**src/verilog/wram_pkg.sv**
```systemverilog
// Shared definitions for the work-RAM sharing pipeline
// Widths, depth, data types and the command source tag

package wram_pkg;

    // Shared RAM size in bytes
    localparam int WRAM_DEPTH = 8192;

    // Index width follows the depth
    localparam int WRAM_INDEX_W = $clog2(WRAM_DEPTH);

    // Byte offset inside either window
    typedef logic [WRAM_INDEX_W-1:0] wram_index_t;

    // One stored byte
    typedef logic [7:0] wram_data_t;

    // CPU bus address
    typedef logic [15:0] cpu_addr_t;

    // Soft-core bus address
    typedef logic [22:0] rv_addr_t;

    // Origin of a command, carried along to route the result
    typedef enum logic {
        SRC_CPU = 1'b0,
        SRC_RV  = 1'b1
    } wram_src_e;

endpackage

```
**src/verilog/wram_cmd_if.sv**
```systemverilog
// Stage-to-stage bus for one RAM command or one read result
// No ready signal, the receiver takes every valid beat

interface wram_cmd_if import wram_pkg::*; ();

    logic        valid;
    logic        we;
    wram_src_e   src;
    wram_index_t index;
    // Write data on the command bus, read data on the result bus
    wram_data_t  data;
    // Soft-core access that missed the window
    logic        out_of_window;

    modport sender (
        output valid,
        output we,
        output src,
        output index,
        output data,
        output out_of_window
    );

    modport receiver (
        input valid,
        input we,
        input src,
        input index,
        input data,
        input out_of_window
    );

endinterface

```
**src/verilog/wram_request_stage.sv**
```systemverilog
// Request stage: window decode for both requesters, arbitration,
// soft-core pending flag and the registered RAM command

module wram_request_stage import wram_pkg::*; #(
    parameter cpu_addr_t CPU_WINDOW_BASE = 16'h6000,
    parameter rv_addr_t  RV_WINDOW_BASE  = 23'h706000
) (
    input  logic       i_clk,
    input  logic       i_resetn,
    input  logic       i_wram_load_ongoing,
    input  logic       i_cpu_valid,
    input  logic       i_cpu_we,
    input  cpu_addr_t  i_cpu_addr,
    input  wram_data_t i_cpu_wdata,
    input  logic       i_rv_req,
    input  logic       i_rv_we,
    input  rv_addr_t   i_rv_addr,
    input  wram_data_t i_rv_wdata,
    input  logic       i_rv_done,
    wram_cmd_if.sender cmd
);

    cpu_addr_t cpu_offset;
    rv_addr_t  rv_offset;
    logic      cpu_in_win;
    logic      rv_in_win;
    logic      cpu_hit;
    logic      rv_eligible;
    logic      rv_grant;
    logic      cpu_grant;
    logic      rv_pending;

    // Window end is exclusive; addresses below the base never match
    assign cpu_offset = i_cpu_addr - CPU_WINDOW_BASE;
    assign rv_offset  = i_rv_addr - RV_WINDOW_BASE;
    assign cpu_in_win = (i_cpu_addr >= CPU_WINDOW_BASE) && (cpu_offset < WRAM_DEPTH);
    assign rv_in_win  = (i_rv_addr >= RV_WINDOW_BASE) && (rv_offset < WRAM_DEPTH);

    // CPU accesses outside the window are simply ignored
    assign cpu_hit     = i_cpu_valid && cpu_in_win;
    assign rv_eligible = i_rv_req && !rv_pending;

    // CPU first, except during a load when the soft core takes the slot
    assign rv_grant  = rv_eligible && (!cpu_hit || i_wram_load_ongoing);
    assign cpu_grant = cpu_hit && !rv_grant;

    always_ff @(posedge i_clk) begin
        if (!i_resetn) begin
            cmd.valid  <= 1'b0;
            rv_pending <= 1'b0;
        end else begin
            cmd.valid <= rv_grant || cpu_grant;
            // One soft-core access in flight until its acknowledge
            if (rv_grant) begin
                rv_pending <= 1'b1;
            end else if (i_rv_done) begin
                rv_pending <= 1'b0;
            end
        end
    end

    // Command payload, only meaningful while valid is set
    always_ff @(posedge i_clk) begin
        if (rv_grant) begin
            cmd.we            <= i_rv_we;
            cmd.src           <= SRC_RV;
            cmd.index         <= rv_offset[WRAM_INDEX_W-1:0];
            cmd.data          <= i_rv_wdata;
            cmd.out_of_window <= !rv_in_win;
        end else begin
            cmd.we            <= i_cpu_we;
            cmd.src           <= SRC_CPU;
            cmd.index         <= cpu_offset[WRAM_INDEX_W-1:0];
            cmd.data          <= i_cpu_wdata;
            cmd.out_of_window <= 1'b0;
        end
    end

endmodule

```
**src/flat_wrapper.sv**
```systemverilog
// flat-port wrapper written by rule: the top's interface ports become plain ports
module wram_request_stage_flat import wram_pkg::*;
#(
    parameter cpu_addr_t CPU_WINDOW_BASE = 16'h6000,
    parameter rv_addr_t  RV_WINDOW_BASE  = 23'h706000
)
  (i_clk, i_resetn, i_wram_load_ongoing, i_cpu_valid, i_cpu_we, i_cpu_addr, i_cpu_wdata, i_rv_req, i_rv_we, i_rv_addr, i_rv_wdata, i_rv_done, cmd_valid, cmd_we, cmd_src, cmd_index, cmd_data, cmd_out_of_window);
  wram_cmd_if cmd_i ();
  input  logic i_clk;
  input  logic i_resetn;
  input  logic i_wram_load_ongoing;
  input  logic i_cpu_valid;
  input  logic i_cpu_we;
  input  cpu_addr_t i_cpu_addr;
  input  wram_data_t i_cpu_wdata;
  input  logic i_rv_req;
  input  logic i_rv_we;
  input  rv_addr_t i_rv_addr;
  input  wram_data_t i_rv_wdata;
  input  logic i_rv_done;
  output wire logic [$bits(cmd_i.valid)-1:0] cmd_valid;
  output wire logic [$bits(cmd_i.we)-1:0] cmd_we;
  output wire logic [$bits(cmd_i.src)-1:0] cmd_src;
  output wire logic [$bits(cmd_i.index)-1:0] cmd_index;
  output wire logic [$bits(cmd_i.data)-1:0] cmd_data;
  output wire logic [$bits(cmd_i.out_of_window)-1:0] cmd_out_of_window;
  assign cmd_valid = cmd_i.valid;
  assign cmd_we = cmd_i.we;
  assign cmd_src = cmd_i.src;
  assign cmd_index = cmd_i.index;
  assign cmd_data = cmd_i.data;
  assign cmd_out_of_window = cmd_i.out_of_window;
  wram_request_stage #(.CPU_WINDOW_BASE(CPU_WINDOW_BASE), .RV_WINDOW_BASE(RV_WINDOW_BASE)) u_core (.i_clk(i_clk), .i_resetn(i_resetn), .i_wram_load_ongoing(i_wram_load_ongoing), .i_cpu_valid(i_cpu_valid), .i_cpu_we(i_cpu_we), .i_cpu_addr(i_cpu_addr), .i_cpu_wdata(i_cpu_wdata), .i_rv_req(i_rv_req), .i_rv_we(i_rv_we), .i_rv_addr(i_rv_addr), .i_rv_wdata(i_rv_wdata), .i_rv_done(i_rv_done), .cmd(cmd_i));
endmodule
```
**config.mk**
```make
export PLATFORM = sky130hd
export DESIGN_NAME = wram_request_stage_flat
export DESIGN_NICKNAME = d
export VERILOG_FILES = /design/src/verilog/wram_pkg.sv /design/src/verilog/wram_cmd_if.sv /design/src/verilog/wram_request_stage.sv /design/src/flat_wrapper.sv
export SDC_FILE = /design/constraint.sdc
export NUM_CORES = 1
export LEC_CHECK = 0
export BUFFER_PORTS_ARGS = -buffer_cell sky130_fd_sc_hd__buf_2
export CORE_UTILIZATION = 39
export CTS_CLUSTER_DIAMETER = 40
export CTS_CLUSTER_SIZE = 8
export DETAILED_ROUTE_END_ITERATION = 16
export PLACE_DENSITY = 0.83
export RECOVER_POWER = 50
export SLEW_MARGIN = 20
export SYNTH_ARGS = -nofsm -noshare
export SYNTH_HDL_FRONTEND = slang
export SYNTH_SLANG_ARGS = --single-unit
```
**constraint.sdc**
```tcl
create_clock -name i_clk -period 4.98 [get_ports i_clk]
set_clock_uncertainty 0.05 [all_clocks]
set_input_delay 0.996 -clock i_clk [delete_from_list [all_inputs] [get_ports i_clk]]
set_output_delay 0.996 -clock i_clk [all_outputs]
set_load 0.01 [all_outputs]
```
==> reports/qor.yml <==
critical_path:
  critPathArrivalTime_ns: 2.73
  setup.worst_path.class: "in2reg"
  end_kind: "register"
  cp.required_ns: 5.13
  crit_fanout: 25
  worstSetupStartpointType: "input port"
logic_synthesis:
  syn-num-nets: 139
  synth_area_um2: 980
  synth_area_leaders: "dfxtp_1 53%, mux2_4 12%, a22o_1 8.0%"
  synth-edff-count: 0
  postSynthRegisterBits: 26
  synth_most_common_cell: "dfxtp_1"
  synth.distinct_cells: 23
  syn-mean-instance-area_um2: 13.1
  synthCells: 75
  yosysTopAreaCellShare_pct: 53.1
  ys_seq_area_share_pct: 53.1
  ys.flop_type: "dfxtp_1"
  synth_largest_area_cell: "dfxtp_1"
  yosysWarnings: 0
  synth_common_cells: "26 x dfxtp_1, 9 x a22o_1, 8 x mux2_4"
  synthArstFlopShare_pct: 0
global_routing:
  gr-total-overflow: 0
  grt_use_total_pct: 18.1
  grt_first_pass_wirelength_um: 3540
  antenna_found_initial: 0
  grt_start_max_net_pins: 26
  grt_pass1_vias: 908
drt:
  firstDrtPassIters: 2
  wire_per_inst_um: 12.7
  dr_total_vias: 907
  vias_per_cell: 4.75
  routed_wirelength_um: 2430
  drc: 0
  ant_nets: 0
  drtIter0Drc: 8
floorplan:
  die_x_um: 52.1
  die_y_um: 52.1
  ios: 88
  start_util_pct: 42.6
  rows: 17
  core_um2: 2300
  die-area_um2: 2720
status:
  status: "finished, final reports clean"
cts:
  cts_setup_buffers: 0
  htree_levels: 1
  path_clk_slew_ns: 0.12
  cts-buffers-inserted: 3
  cts_resized: 0
  clk_latency_ns: 0.30
  cts_buffer_depth: 2
  cts_tree: "yes"
  numClockSinks: 26
  hold_buffers: 0
  clockRootBuffer: "clkbuf_4"
run:
  cap_violations: 0
power:
  ir_worst_vdd_uv: 156
  p_per_area_nw_per_um2: 295
  leakagePower_nw: 0.683
  power_uw: 420
placed_design:
  placedCellCount: 188
  hpwl_um: 2020
  gp_congestion: 0.773
  io_buffers: 87
timing:
  slew_headroom_pct: 51.3
  fin_crit_sh_pct: 51.8
  setup_viol: 0
  fin_tns_setup_ns: 0
  fmax_mhz: 388
  rsz0062_at_grt: "false"
  tightest_slew_ns: 0.730
  slew_violations: 0
  hold_viol: 0
  min_period_ns: 2.58
hold_path:
  hp-class: "reg2reg"
layout:
  drive_above_1_share_pct: 49.7
  finalNonFillerCells: 191
  final_util_pct: 62.0
  syn2layout_area_growth_pct: 45.5
  antennaDiodeCount: 0
  nNetsFinal: 229
[per-layer routing]
metal | track usage (%) | vias to the layer above | share of wire, %
met5 | 0 | - | 0
met4 | 10.4 | 0 | 1.7
met3 | 4.09 | 4 | 7.5
met2 | 33.8 | 41 | 53
met1 | 18.1 | 405 | 38
li1 | - | 457 | -
[kinds of logic (layout without fill, tap and decap cells)]
logic type | count (synthesis) | in the layout | synth area share, %
flip-flops | 26 | 26 | 53.1
AND/OR/NAND/NOR | 17 | 17 | 10.3
AO/OA/AOI/OAI | 15 | 15 | 14.7
multiplexers | 13 | 13 | 18.0
buffers and inverters | 2 | 90 | 1.66
adder cells (fa/ha/maj) | 1 | 1 | 1.28
XOR/XNOR | 1 | 1 | 0.894
[state kept, by name (all words and copies together) (netlist names)]
| register | count |
|---|---|
| u_core.cmd.index | 13 |
| u_core.cmd.src | 1 |
| u_core.rv_pending | 1 |
| u_core.cmd.out_of_window | 1 |
| u_core.cmd.we | 1 |
| u_core.cmd.valid | 1 |
| u_core.cmd.data | 8 |
[power breakdown]
group | internal [mW] | switching (mW) | leakage (nW)
Sequential | 0.231 | 0.00622 | 0.219
Clock | 0.0281 | 0.0532 | 0.0138
Combinational | 0.0544 | 0.0473 | 0.450
Total | 0.314 | 0.107 | 0.683
[critical path, cell delays in order]
cell       delay, ns
buf_2           0.11
ha_1            0.22
nor4b_1         0.14
and4_1          0.22
o2bb2ai_4       0.61
mux2_2          0.41
[metrics by stage]
step           hold WS, ns  setup slack [ns]  cell area (µm²)
2_1_floorplan        0.495              2.36              980
3_3_place_gp         0.508              2.14             1430
3_5_place_dp         0.565              2.05             1430
4_1_cts              0.595              2.39             1460
5_1_grt              0.631              2.33             1430
6_report             0.608              2.40             1430
[placed cells by master (no fill, tap or decap), drive strengths merged]
cell,n
buf,62
clkbuf,28
dfxtp,26
mux2,13
a22o,9
nand2,5
nor2b,3
nor4,2
nor4b,2
o21ai,2
xnor2,1
or4,1
nor2,1
and4,1
a21oi,1
o2bb2ai,1
nand3,1
o41a,1
o21a,1
nor3,1
ha,1
[final timing paths]
path | to | slack (ns) | startpoint | cells past startpoint
hold reg to reg | u_core.rv_pending | 0.61 | u_core.rv_pending | 2
setup reg to reg | u_core.cmd.data[7] | 2.94 | u_core.rv_pending | 4
hold / removal | u_core.rv_pending | 0.61 | u_core.rv_pending | 2
setup / recovery | u_core.cmd.data[7] | 2.40 | i_cpu_addr[13] | 6
[area by class of cell]
type	instances	area (µm²)
fillers	212	872
multi-input cells	47	443
well taps	28	35.0
flip-flops and latches	26	520
repair buffers	87	404
clock buffers	3	22.5
No activity file was read; power rests on OpenSTA's default activity.
