**src/verilog/wram_pkg.sv**
```systemverilog
// Shared definitions for the work-RAM sharing pipeline
// Widths, depth, data types and the command source tag

package wram_pkg;

    // Shared RAM size in bytes
    localparam int WRAM_DEPTH = 8192;

    // Index width follows the depth
    localparam int WRAM_INDEX_W = $clog2(WRAM_DEPTH);

    // Byte offset inside either window
    typedef logic [WRAM_INDEX_W-1:0] wram_index_t;

    // One stored byte
    typedef logic [7:0] wram_data_t;

    // CPU bus address
    typedef logic [15:0] cpu_addr_t;

    // Soft-core bus address
    typedef logic [22:0] rv_addr_t;

    // Origin of a command, carried along to route the result
    typedef enum logic {
        SRC_CPU = 1'b0,
        SRC_RV  = 1'b1
    } wram_src_e;

endpackage

```
**src/verilog/wram_cmd_if.sv**
```systemverilog
// Stage-to-stage bus for one RAM command or one read result
// No ready signal, the receiver takes every valid beat

interface wram_cmd_if import wram_pkg::*; ();

    logic        valid;
    logic        we;
    wram_src_e   src;
    wram_index_t index;
    // Write data on the command bus, read data on the result bus
    wram_data_t  data;
    // Soft-core access that missed the window
    logic        out_of_window;

    modport sender (
        output valid,
        output we,
        output src,
        output index,
        output data,
        output out_of_window
    );

    modport receiver (
        input valid,
        input we,
        input src,
        input index,
        input data,
        input out_of_window
    );

endinterface

```
**src/verilog/wram_response_stage.sv**
```systemverilog
// Response stage: registered read data for the CPU, acknowledge and
// read data for the soft core, and the done feedback to the request stage

module wram_response_stage import wram_pkg::*; (
    input  logic         i_clk,
    input  logic         i_resetn,
    wram_cmd_if.receiver rsp,
    output logic         o_cpu_rvalid,
    output wram_data_t   o_cpu_rdata,
    output logic         o_rv_ack,
    output wram_data_t   o_rv_rdata,
    output logic         o_rv_done
);

    logic cpu_read;
    logic rv_result;
    logic rv_read;

    // Only CPU reads produce a response, CPU writes end in the array
    assign cpu_read = rsp.valid && (rsp.src == SRC_CPU) && !rsp.we;

    // Every soft-core access is acknowledged, in or out of the window
    assign rv_result = rsp.valid && (rsp.src == SRC_RV);
    assign rv_read   = rv_result && !rsp.we;

    always_ff @(posedge i_clk) begin
        if (!i_resetn) begin
            o_cpu_rvalid <= 1'b0;
            o_rv_ack     <= 1'b0;
        end else begin
            o_cpu_rvalid <= cpu_read;
            o_rv_ack     <= rv_result;
        end
    end

    // Data registers hold their last value between responses
    always_ff @(posedge i_clk) begin
        if (cpu_read) begin
            o_cpu_rdata <= rsp.data;
        end
        if (rv_read) begin
            o_rv_rdata <= rsp.data;
        end
    end

    // Done follows the acknowledge itself, so the pending flag stays set
    // until the core has seen the ack and can drop its request
    assign o_rv_done = o_rv_ack;

endmodule

```
**src/flat_wrapper.sv**
```systemverilog
// flat-port wrapper written by rule: the top's interface ports become plain ports
module wram_response_stage_flat import wram_pkg::*;
  (i_clk, i_resetn, o_cpu_rvalid, o_cpu_rdata, o_rv_ack, o_rv_rdata, o_rv_done, rsp_valid, rsp_we, rsp_src, rsp_index, rsp_data, rsp_out_of_window);
  wram_cmd_if rsp_i ();
  input  logic i_clk;
  input  logic i_resetn;
  output logic o_cpu_rvalid;
  output wram_data_t o_cpu_rdata;
  output logic o_rv_ack;
  output wram_data_t o_rv_rdata;
  output logic o_rv_done;
  input wire logic [$bits(rsp_i.valid)-1:0] rsp_valid;
  input wire logic [$bits(rsp_i.we)-1:0] rsp_we;
  input wire logic [$bits(rsp_i.src)-1:0] rsp_src;
  input wire logic [$bits(rsp_i.index)-1:0] rsp_index;
  input wire logic [$bits(rsp_i.data)-1:0] rsp_data;
  input wire logic [$bits(rsp_i.out_of_window)-1:0] rsp_out_of_window;
  assign rsp_i.valid = rsp_valid;
  assign rsp_i.we = rsp_we;
  assign rsp_i.src = rsp_src;
  assign rsp_i.index = rsp_index;
  assign rsp_i.data = rsp_data;
  assign rsp_i.out_of_window = rsp_out_of_window;
  wram_response_stage u_core (.i_clk(i_clk), .i_resetn(i_resetn), .rsp(rsp_i), .o_cpu_rvalid(o_cpu_rvalid), .o_cpu_rdata(o_cpu_rdata), .o_rv_ack(o_rv_ack), .o_rv_rdata(o_rv_rdata), .o_rv_done(o_rv_done));
endmodule
```
**config.mk**
```make
export PLATFORM = sky130hd
export DESIGN_NAME = wram_response_stage_flat
export DESIGN_NICKNAME = d
export VERILOG_FILES = /design/src/verilog/wram_pkg.sv /design/src/verilog/wram_cmd_if.sv /design/src/verilog/wram_response_stage.sv /design/src/flat_wrapper.sv
export SDC_FILE = /design/constraint.sdc
export NUM_CORES = 1
export LEC_CHECK = 0
export BUFFER_PORTS_ARGS = -buffer_cell sky130_fd_sc_hd__buf_2
export CAP_MARGIN = 20
export CORE_MARGIN = 2
export CORE_UTILIZATION = 36
export DETAILED_ROUTE_END_ITERATION = 16
export HOLD_SLACK_MARGIN = 0.02
export PLACE_DENSITY = 0.77
export SETUP_SLACK_MARGIN = 0.3
export SLEW_MARGIN = 20
export SYNTH_ARGS = -nofsm -noshare
export SYNTH_HDL_FRONTEND = slang
export SYNTH_SLANG_ARGS = --single-unit
```
**constraint.sdc**
```tcl
create_clock -name i_clk -period 1.48 [get_ports i_clk]
set_input_delay 0.074 -clock i_clk [delete_from_list [all_inputs] [get_ports i_clk]]
set_output_delay 0.074 -clock i_clk [all_outputs]
set_load 0.01 [all_outputs]
```
==> results.yml, run 1 <==
outcome:
  status: "complete, no violations"
yosys:
  synth.most_common_cell: "edfxtp_1"
  async_reset_ff_share_pct: 0
  synth_edf_count: 16
  syn_nets: 50
  postSynthAreaPerCell_um2: 24.59
  syn-cell-area_um2: 565.5
  yosys_warnings: 0
  syn_inst: 23
  synth_flop_cell: "edfxtp_1"
  ys_seq_area_share_pct: 92.04
  yosysTopAreaCell: "edfxtp_1"
  ys_types: 7
  synth_top_cells_by_area: "edfxtp_1, dfxtp_1, and4bb_2, and3b_2, and3_2"
  synth_top_area_share_pct: 84.96
  synthTopCellsByCount: "edfxtp_1, dfxtp_1"
  ys_ff_latch: 18
die:
  chipHeight_um: 43.64
  die_width_um: 43.64
  dieArea_mm2: 0.001904
  core_mm2: 0.001489
  num_rows: 14
  start_util_pct: 37.98
  io_pins: 46
timing:
  maxSlewHeadroom_pct: 82.09
  finalSetupTns_ns: 0
  hold_violations: 0
  setup_slack_ns: 0.5889
  tightest_slew_ns: 0.2681
  setup_viol: 0
  max_freq_mhz: 1122
  maxSlewViolCount: 0
  period_share_pct: 60.21
  rsz0062_at_grt: "false"
  period_minus_slack_ns: 0.8911
clocking:
  post_cts_buffers: 0
  clock_sinks: 18
  ctsRootBufferMaster: "clkbuf_4"
  clk_pin_slew_ns: 0.10
  cts_tree: "done"
  max-clock-path-buffers: 2
  cts_resized: 0
  cts_max_level: 1
  cts_buffers: 3
pwr:
  peakVddDrop_uv: 756.6
  p_per_area_mw_per_mm2: 1057
  leakage_nw: 0.3651
critical_path:
  critPathMaxStageDelay_ns: 0.38
  worstPathRequired_ns: 1.41
  arrival_ns: 0.82
  crit_family: "flip-flops"
  path_cells: "buf_2"
  path_buf_inv: 1
  path_class: "flop to output pin"
  critPathCaptureType: "output pin"
  path_max_fanout: 1
  slowest_stage: "edfxtp_1"
  worstSetupStartpointType: "flop"
place:
  port_buffers: 31
  placed_cell_area_um2: 748.2
  dp_slack_ns: 0.5326
  dp_hpwl_um: 721.8
  gp_congestion: 0.6351
routing:
  totalWireLength_um: 1047
  drt-initial-drc-count: 7
  viasPerCell: 4.349
  dr.pass1.iters: 4
  routedWlPerCell_um: 12.61
  vias: 361
  ant_nets: 0
  drc: 0
finish:
  area_growth_pct: 51.11
  layout.nets: 95
  n_antenna_cell: 0
  finalInstanceArea_um2: 854.6
  final_util_pct: 57.39
  nFillCells: 118
  drive_above_1_share_pct: 58.21
hold_path:
  hp-class: "input pin to flop"
  min_from: "rsp_valid"
  worstHoldPathCells: 2
  hold_end: "u_core.o_rv_ack"
job:
  cap_violations: 0
global_routing:
  first_global_vias: 359
  grt_pass1_wl_um: 1538
  grt_max_degree: 11
  gr-total-overflow: 0
  antenna_found_initial: 0
  grt.total_usage_pct: 11.85
-- logic make-up (layout without fill, tap and decap cells) --
| group | after synthesis | in the layout | share of synthesized area (%) |
|---|---|---|---|
| flops | 18 | 18 | 92.04 |
| buf+inv | 1 | 45 | 1.328 |
| simple gates | 4 | 4 | 6.638 |
-- layer usage --
layer  vias up  GRT usage (%)  wire length, µm
met5         -              0                0
met4         0          5.455                0
met3         0          4.583              100
met2        23          19.12              527
met1       158          13.93              419
li1        180              -                -
-- area by class of cell --
type | count | area (µm²) | share of cell area [%]
well taps | 16 | 20.02 | 2.343
repair buffers | 41 | 250.2 | 29.28
flip-flops and latches | 18 | 520.5 | 60.91
multi-input cells | 4 | 37.54 | 4.392
clock buffers | 4 | 26.28 | 3.075
-- worst max path at each step --
stage	startpoint	end	slack, ns	cells after the start
finish	u_core.o_rv_rdata[0]	o_rv_rdata[0]	0.59	1
detailed placement	rsp_we	u_core.o_cpu_rdata[2]	0.53	3
global route	u_core.o_rv_rdata[0]	o_rv_rdata[0]	0.51	1
global placement	rsp_we	u_core.o_cpu_rdata[2]	0.52	3
CTS	u_core.o_rv_rdata[0]	o_rv_rdata[0]	0.58	1
floorplan	rsp_we	u_core.o_cpu_rdata[0]	0.34	1
-- state kept, by name, indices dropped and copies added (netlist names) --
register / count
u_core.o_cpu_rvalid: 1
u_core.o_rv_ack: 1
u_core.o_cpu_rdata: 8
u_core.o_rv_rdata: 8
-- where the power goes --
group	internal (mW)	switching, mW	total, mW
registers	0.577	0.00480	0.582
clock network	0.104	0.132	0.237
logic	0.0460	0.0384	0.0844
total	0.728	0.175	0.903
-- stage by stage --
stage	hold slack [ns]	power, mW	cells
after floorplan	0.1729	0.6184	23
after global placement	0.2613	0.6599	71
after detailed placement	0.2704	0.6631	71
after CTS	0.06168	0.9128	83
after global routing	0.06410	0.9516	83
final	0.07460	0.9031	83
-- timing repair --
action,in CTS,in global routing
setup endpoints to repair,0,0
hold buffers,8,0
endpoints found under the hold margin,16,0
-- placed cells by master (no fill, tap or decap) --
cell and count:
nor3b_1 1, buf_2 31, clkbuf_1 1, and4bb_2 1, buf_4 2, dlygate4sd3_1 8
and3_2 1, and3b_2 1, dfxtp_1 2, clkbuf_4 3, edfxtp_1 16
Note: power is estimated with default switching activity, not from simulation.
==> run 2, diff against run 1 <==
--- a/config.mk
+++ b/config.mk
@@ -5,13 +5,14 @@
 export SDC_FILE = /design/constraint.sdc
 export NUM_CORES = 1
 export LEC_CHECK = 0
+export ABC_AREA = 1
 export BUFFER_PORTS_ARGS = -buffer_cell sky130_fd_sc_hd__buf_2
 export CAP_MARGIN = 20
 export CORE_MARGIN = 2
-export CORE_UTILIZATION = 36
+export CORE_UTILIZATION = 33
 export DETAILED_ROUTE_END_ITERATION = 16
 export HOLD_SLACK_MARGIN = 0.02
-export PLACE_DENSITY = 0.77
+export PLACE_DENSITY = 0.74
 export SETUP_SLACK_MARGIN = 0.3
 export SLEW_MARGIN = 20
 export SYNTH_ARGS = -nofsm -noshare
==> constraint.sdc (replaced) <==
create_clock -name i_clk -period 0.8 [get_ports i_clk]
set_input_delay 0.04 -clock i_clk [delete_from_list [all_inputs] [get_ports i_clk]]
set_output_delay 0.04 -clock i_clk [all_outputs]
set_load 0.01 [all_outputs]
==> run 2 against run 1 <==
The run now ends with hold timing, setup timing left. Combinational power is 150% higher. Synthesized area increased by 1.8%. Hold slack got worse by 0.13 ns. Highest routed layer unchanged. Global-route usage down 1.1 points. Via count is 1.9% higher. Design area is 9.5% higher. Setup slack got worse by 0.65 ns. Flip-flop and latch count unchanged. Power is 90% higher.
==> results.yml, run 2 <==
timing:
  hold_violations: 17
  period_share_pct: 107.5
  rsz0062_at_grt: "true"
  max_freq_mhz: 1162
  whs_ns: -0.05770
  finalSetupTns_ns: -0.5134
  period_minus_slack_ns: 0.8603
  setup_viol: 16
  maxSlewViolCount: 0
  maxSlewHeadroom_pct: 88.43
  tightest_slew_ns: 0.1729
  setup_slack_ns: -0.06026
routing:
  drt-initial-drc-count: 2
  ant_nets: 0
  viasPerCell: 4.381
  vias: 368
  drc: 0
  totalWireLength_um: 1044
  dr.pass1.iters: 3
  routedWlPerCell_um: 12.43
yosys:
  synth_edf_count: 16
  postSynthAreaPerCell_um2: 20.56
  synth_top_area_share_pct: 83.48
  ys_ff_latch: 18
  synth_flop_cell: "edfxtp_1"
  yosysTopAreaCell: "edfxtp_1"
  syn-cell-area_um2: 575.6
  ys_seq_area_share_pct: 90.43
  syn_nets: 55
  yosys_warnings: 0
  async_reset_ff_share_pct: 0
  synth.most_common_cell: "edfxtp_1"
  ys_types: 8
  synth_top_cells_by_area: "edfxtp_1, dfxtp_1, nor3_2, inv_1, buf_4"
  syn_inst: 28
  synthTopCellsByCount: "edfxtp_1, inv_1, dfxtp_1, nor3_2"
finish:
  multi_input_area_um2: 47.55
  final_cell_mix: "buf_2, edfxtp_1, buf_6, buf_4"
  nFillCells: 150
  n_antenna_cell: 0
  final-seq-area_um2: 523.0
  area_growth_pct: 62.61
  layout_commonest_cell: "buf_2"
  top_regs: "u_core.o_cpu_rdata: 8 flops, u_core.o_rv_rdata: 8 flops"
  layout.nets: 95
  drive_above_1_share_pct: 71.64
  finalInstanceArea_um2: 935.9
place:
  port_buffers: 31
  dp_hpwl_um: 813.1
  placed_cell_area_um2: 845.8
  gp_congestion: 0.6291
  dp_slack_ns: -0.09626
hold_path:
  hp-class: "input pin to flop"
pwr:
  leakage_nw: 0.3949
  p_per_area_mw_per_mm2: 1838
  power_mw: 1.720
  peakVddDrop_uv: 808.2
critical_path:
  critPathCaptureType: "output pin"
  worstSetupStartpointType: "flop"
  path_cells: "buf_2"
  critPathMaxStageDelay_ns: 0.39
  slowest_stage: "edfxtp_1"
  path_buf_inv: 1
  arrival_ns: 0.82
  worstPathRequired_ns: 0.76
  crit_family: "flip-flops"
  path_max_fanout: 1
  path_class: "flop to output pin"
die:
  chipHeight_um: 45.76
  core_mm2: 0.001689
  die_width_um: 45.76
  start_util_pct: 34.07
  io_pins: 46
  num_rows: 15
  dieArea_mm2: 0.002094
global_routing:
  antenna_found_initial: 0
  grt_pass1_wl_um: 1469
  gr-total-overflow: 0
  first_global_vias: 366
  grt_max_degree: 11
  grt.total_usage_pct: 10.73
clocking:
  clock_sinks: 18
  max-clock-path-buffers: 2
  cts_buffers: 3
  ctsRootBufferMaster: "clkbuf_4"
  cts_max_level: 1
  clk_pin_slew_ns: 0.10
  cts_tree: "done"
job:
  cap_violations: 0
outcome:
  status: "complete, but fails checks"
  violations: "hold timing, setup timing"
==> run 2: changes by cell type in the layout (fill, tap and decap cells not counted), sizes merged, moves of 2 or more <==
cell,previous run,this run
buf,33,36
inv,0,5
dlygate4sd3,8,0
nor3,0,2
==> run 2: cell families after synthesis <==
group	share of synthesized area, %
and+or+nand+nor	4.999
DFF	90.43
buffers and inverters	4.564
==> run 2: where the power goes <==
group / switching (mW) / internal, mW / leakage, nW
logic: 0.0987 / 0.109 / 0.215
clock network: 0.252 / 0.181 / 0.0154
registers: 0.0107 / 1.07 / 0.164
total: 0.362 / 1.36 / 0.395
==> run 2: through the flow <==
stage	std cells	util, %
3_5_place_dp	79	50.07
3_3_place_gp	79	50.07
2_1_floorplan	28	-
6_report	84	55.41
4_1_cts	83	54.22
5_1_grt	84	55.41
==> run 2: final timing paths <==
check / depth (start not counted) / startpoint / slack [ns] / end
max: 1 / u_core.o_cpu_rdata[1] / -0.06 / o_cpu_rdata[1]
min: 1 / rsp_data[6] / -0.06 / u_core.o_rv_rdata[6]
==> run 2: what timing repair did <==
item,4_1_cts,5_1_grt
buffers inserted,0,1
hold endpoints to repair,18,18
pin swaps,1,1
gates resized for setup,11,3
setup endpoints to repair,35,27
==> run 2: area by class of cell <==
cell class	instances	area share [%]
multi-input combinational	4	5.080
clock inverter	1	0.4011
tap	17	2.273
sequential	18	55.88
clock buffer	3	2.406
timing repair buffer	36	27.81
inverter	5	6.150
==> run 2: per-layer routing <==
layer  vias up  share of wire [%]  track usage [%]
met3         0                8.2            3.571
met2        23                 56            19.72
met1       168                 36            10.65
li1        177                  -                -
met5         -                  0                0
met4         0                  0            5.143
==> run 3, diff against run 2 <==
--- a/config.mk
+++ b/config.mk
@@ -13,6 +13,7 @@
 export DETAILED_ROUTE_END_ITERATION = 16
 export HOLD_SLACK_MARGIN = 0.02
 export PLACE_DENSITY = 0.74
+export RECOVER_POWER = 100
 export SETUP_SLACK_MARGIN = 0.3
 export SLEW_MARGIN = 20
 export SYNTH_ARGS = -nofsm -noshare
==> run 3 against run 2 <==
The flow still finishes with violations (hold timing, setup timing). Sequential share of layout area is 4.3 points higher. Cell count stayed put. First-iteration DRC count is 100% lower. Wire length is 1.1% higher. Critical path depth stayed put. Utilization is 4.0 points lower. Setup slack better by 0.0049 ns. Design area is 7.2% lower. Global-route usage stayed put. Power is 1.9% lower. Via count is 0.54% higher. Critical path type unchanged.
==> results.yml, run 3 (synthesis results as in run 2) <==
critical_path:
  worstSetupStartpointType: "flop"
  path_buf_inv: 1
  worstPathRequired_ns: 0.76
  arrival_ns: 0.82
  critPathCaptureType: "output pin"
  crit_family: "flip-flops"
  path_class: "flop to output pin"
  path_max_fanout: 1
  critPathMaxStageDelay_ns: 0.39
  path_cells: "buf_2"
  slowest_stage: "edfxtp_1"
  critPathLaunch: "u_core.o_cpu_rdata[1]"
  worst-path-stages: 1
finish:
  nFillCells: 160
  finalInstanceArea_um2: 868.3
  layout.nets: 95
  final_cell_count_no_fill: 84
  n_antenna_cell: 0
  top_regs: "u_core.o_cpu_rdata: 8 flops, u_core.o_rv_rdata: 8 flops"
  layout_commonest_cell: "buf_2"
  drive_above_1_share_pct: 58.21
  final_cell_mix: "buf_2, edfxtp_1, clkbuf_1"
  area_growth_pct: 50.87
global_routing:
  gr-total-overflow: 0
  grt_pass1_wl_um: 1469
  grt_max_degree: 11
  antenna_found_initial: 0
  first_global_vias: 366
  grt.total_usage_pct: 10.73
timing:
  hold_violations: 18
  finalSetupTns_ns: -0.5110
  setup_slack_ns: -0.05538
  setup_viol: 16
  tightest_slew_ns: 0.3205
  max_freq_mhz: 1169
  maxSlewHeadroom_pct: 78.61
  rsz0062_at_grt: "true"
  whs_ns: -0.05536
  period_minus_slack_ns: 0.8554
  maxSlewViolCount: 0
  period_share_pct: 106.9
die:
  io_pins: 46
  num_rows: 15
  die_width_um: 45.76
  core_mm2: 0.001689
  start_util_pct: 34.07
  dieArea_mm2: 0.002094
  chipHeight_um: 45.76
hold_path:
  min_from: "rsp_data[6]"
  worstHoldPathCells: 1
  hp-class: "input pin to flop"
place:
  dp_slack_ns: -0.09626
  dp_hpwl_um: 813.1
  placed_cell_area_um2: 845.8
  placed_cells: 79
  gp_congestion: 0.6291
  port_buffers: 31
clocking:
  clock_sinks: 18
  cts_max_level: 1
  cts_tree: "done"
  cts_buffers: 3
  max-clock-path-buffers: 2
  clk_pin_slew_ns: 0.10
  ctsRootBufferMaster: "clkbuf_4"
routing:
  viasPerCell: 4.405
  routedWlPerCell_um: 12.57
  ant_nets: 0
  drc: 0
  vias: 370
  dr.pass1.iters: 1
  drt-initial-drc-count: 0
  totalWireLength_um: 1056
pwr:
  p_per_area_mw_per_mm2: 1944
  peakVddDrop_uv: 779.4
  leakage_nw: 0.3684
outcome:
  violations: "hold timing, setup timing"
  status: "complete, but fails checks"
job:
  cap_violations: 0
[run 3: per-stage QoR]
stage / utilization [%] / power, mW
floorplan: - / 1.169
global placement: 50.07 / 1.276
detailed placement: 50.07 / 1.282
CTS: 54.22 / 1.742
global route: 51.41 / 1.760
finish: 51.41 / 1.688
[run 3: what timing repair did]
| action | CTS | global route |
|---|---|---|
| buffers inserted | 0 | 1 |
| endpoints found under the hold margin | 18 | 18 |
| endpoints found under the setup margin | 35 | 27 |
| resized for setup | 11 | 3 |
| pin swaps | 1 | 1 |
[run 3: layout make-up]
| class | instances | area [µm²] | share of cell area, % |
|---|---|---|---|
| Multi-Input combinational cell | 4 | 18.77 | 2.161 |
| Sequential cell | 18 | 523.0 | 60.23 |
| Clock inverter | 1 | 3.754 | 0.4323 |
| Timing Repair Buffer | 36 | 224.0 | 25.79 |
| Tap cell | 17 | 21.27 | 2.450 |
| Inverter | 5 | 55.05 | 6.340 |
| Clock buffer | 3 | 22.52 | 2.594 |
[run 3: path summary, 6_finish.rpt]
path | endpoint | slack, ns
setup / recovery | o_cpu_rdata[1] | -0.06
hold / removal | u_core.o_rv_rdata[6] | -0.06
[run 3: report_power, final]
group	switching [mW]	internal, mW	leakage [nW]
sequential	0.0105	1.07	0.164
combinational	0.0873	0.0866	0.189
clock	0.254	0.181	0.0154
[run 3: layer usage]
metal	vias up	share of wire, %	global-route usage [%]
met4	0	0	5.143
met3	0	8.6	3.571
li1	175	-	-
met2	23	56	19.72
met5	-	0	0
met1	172	36	10.65
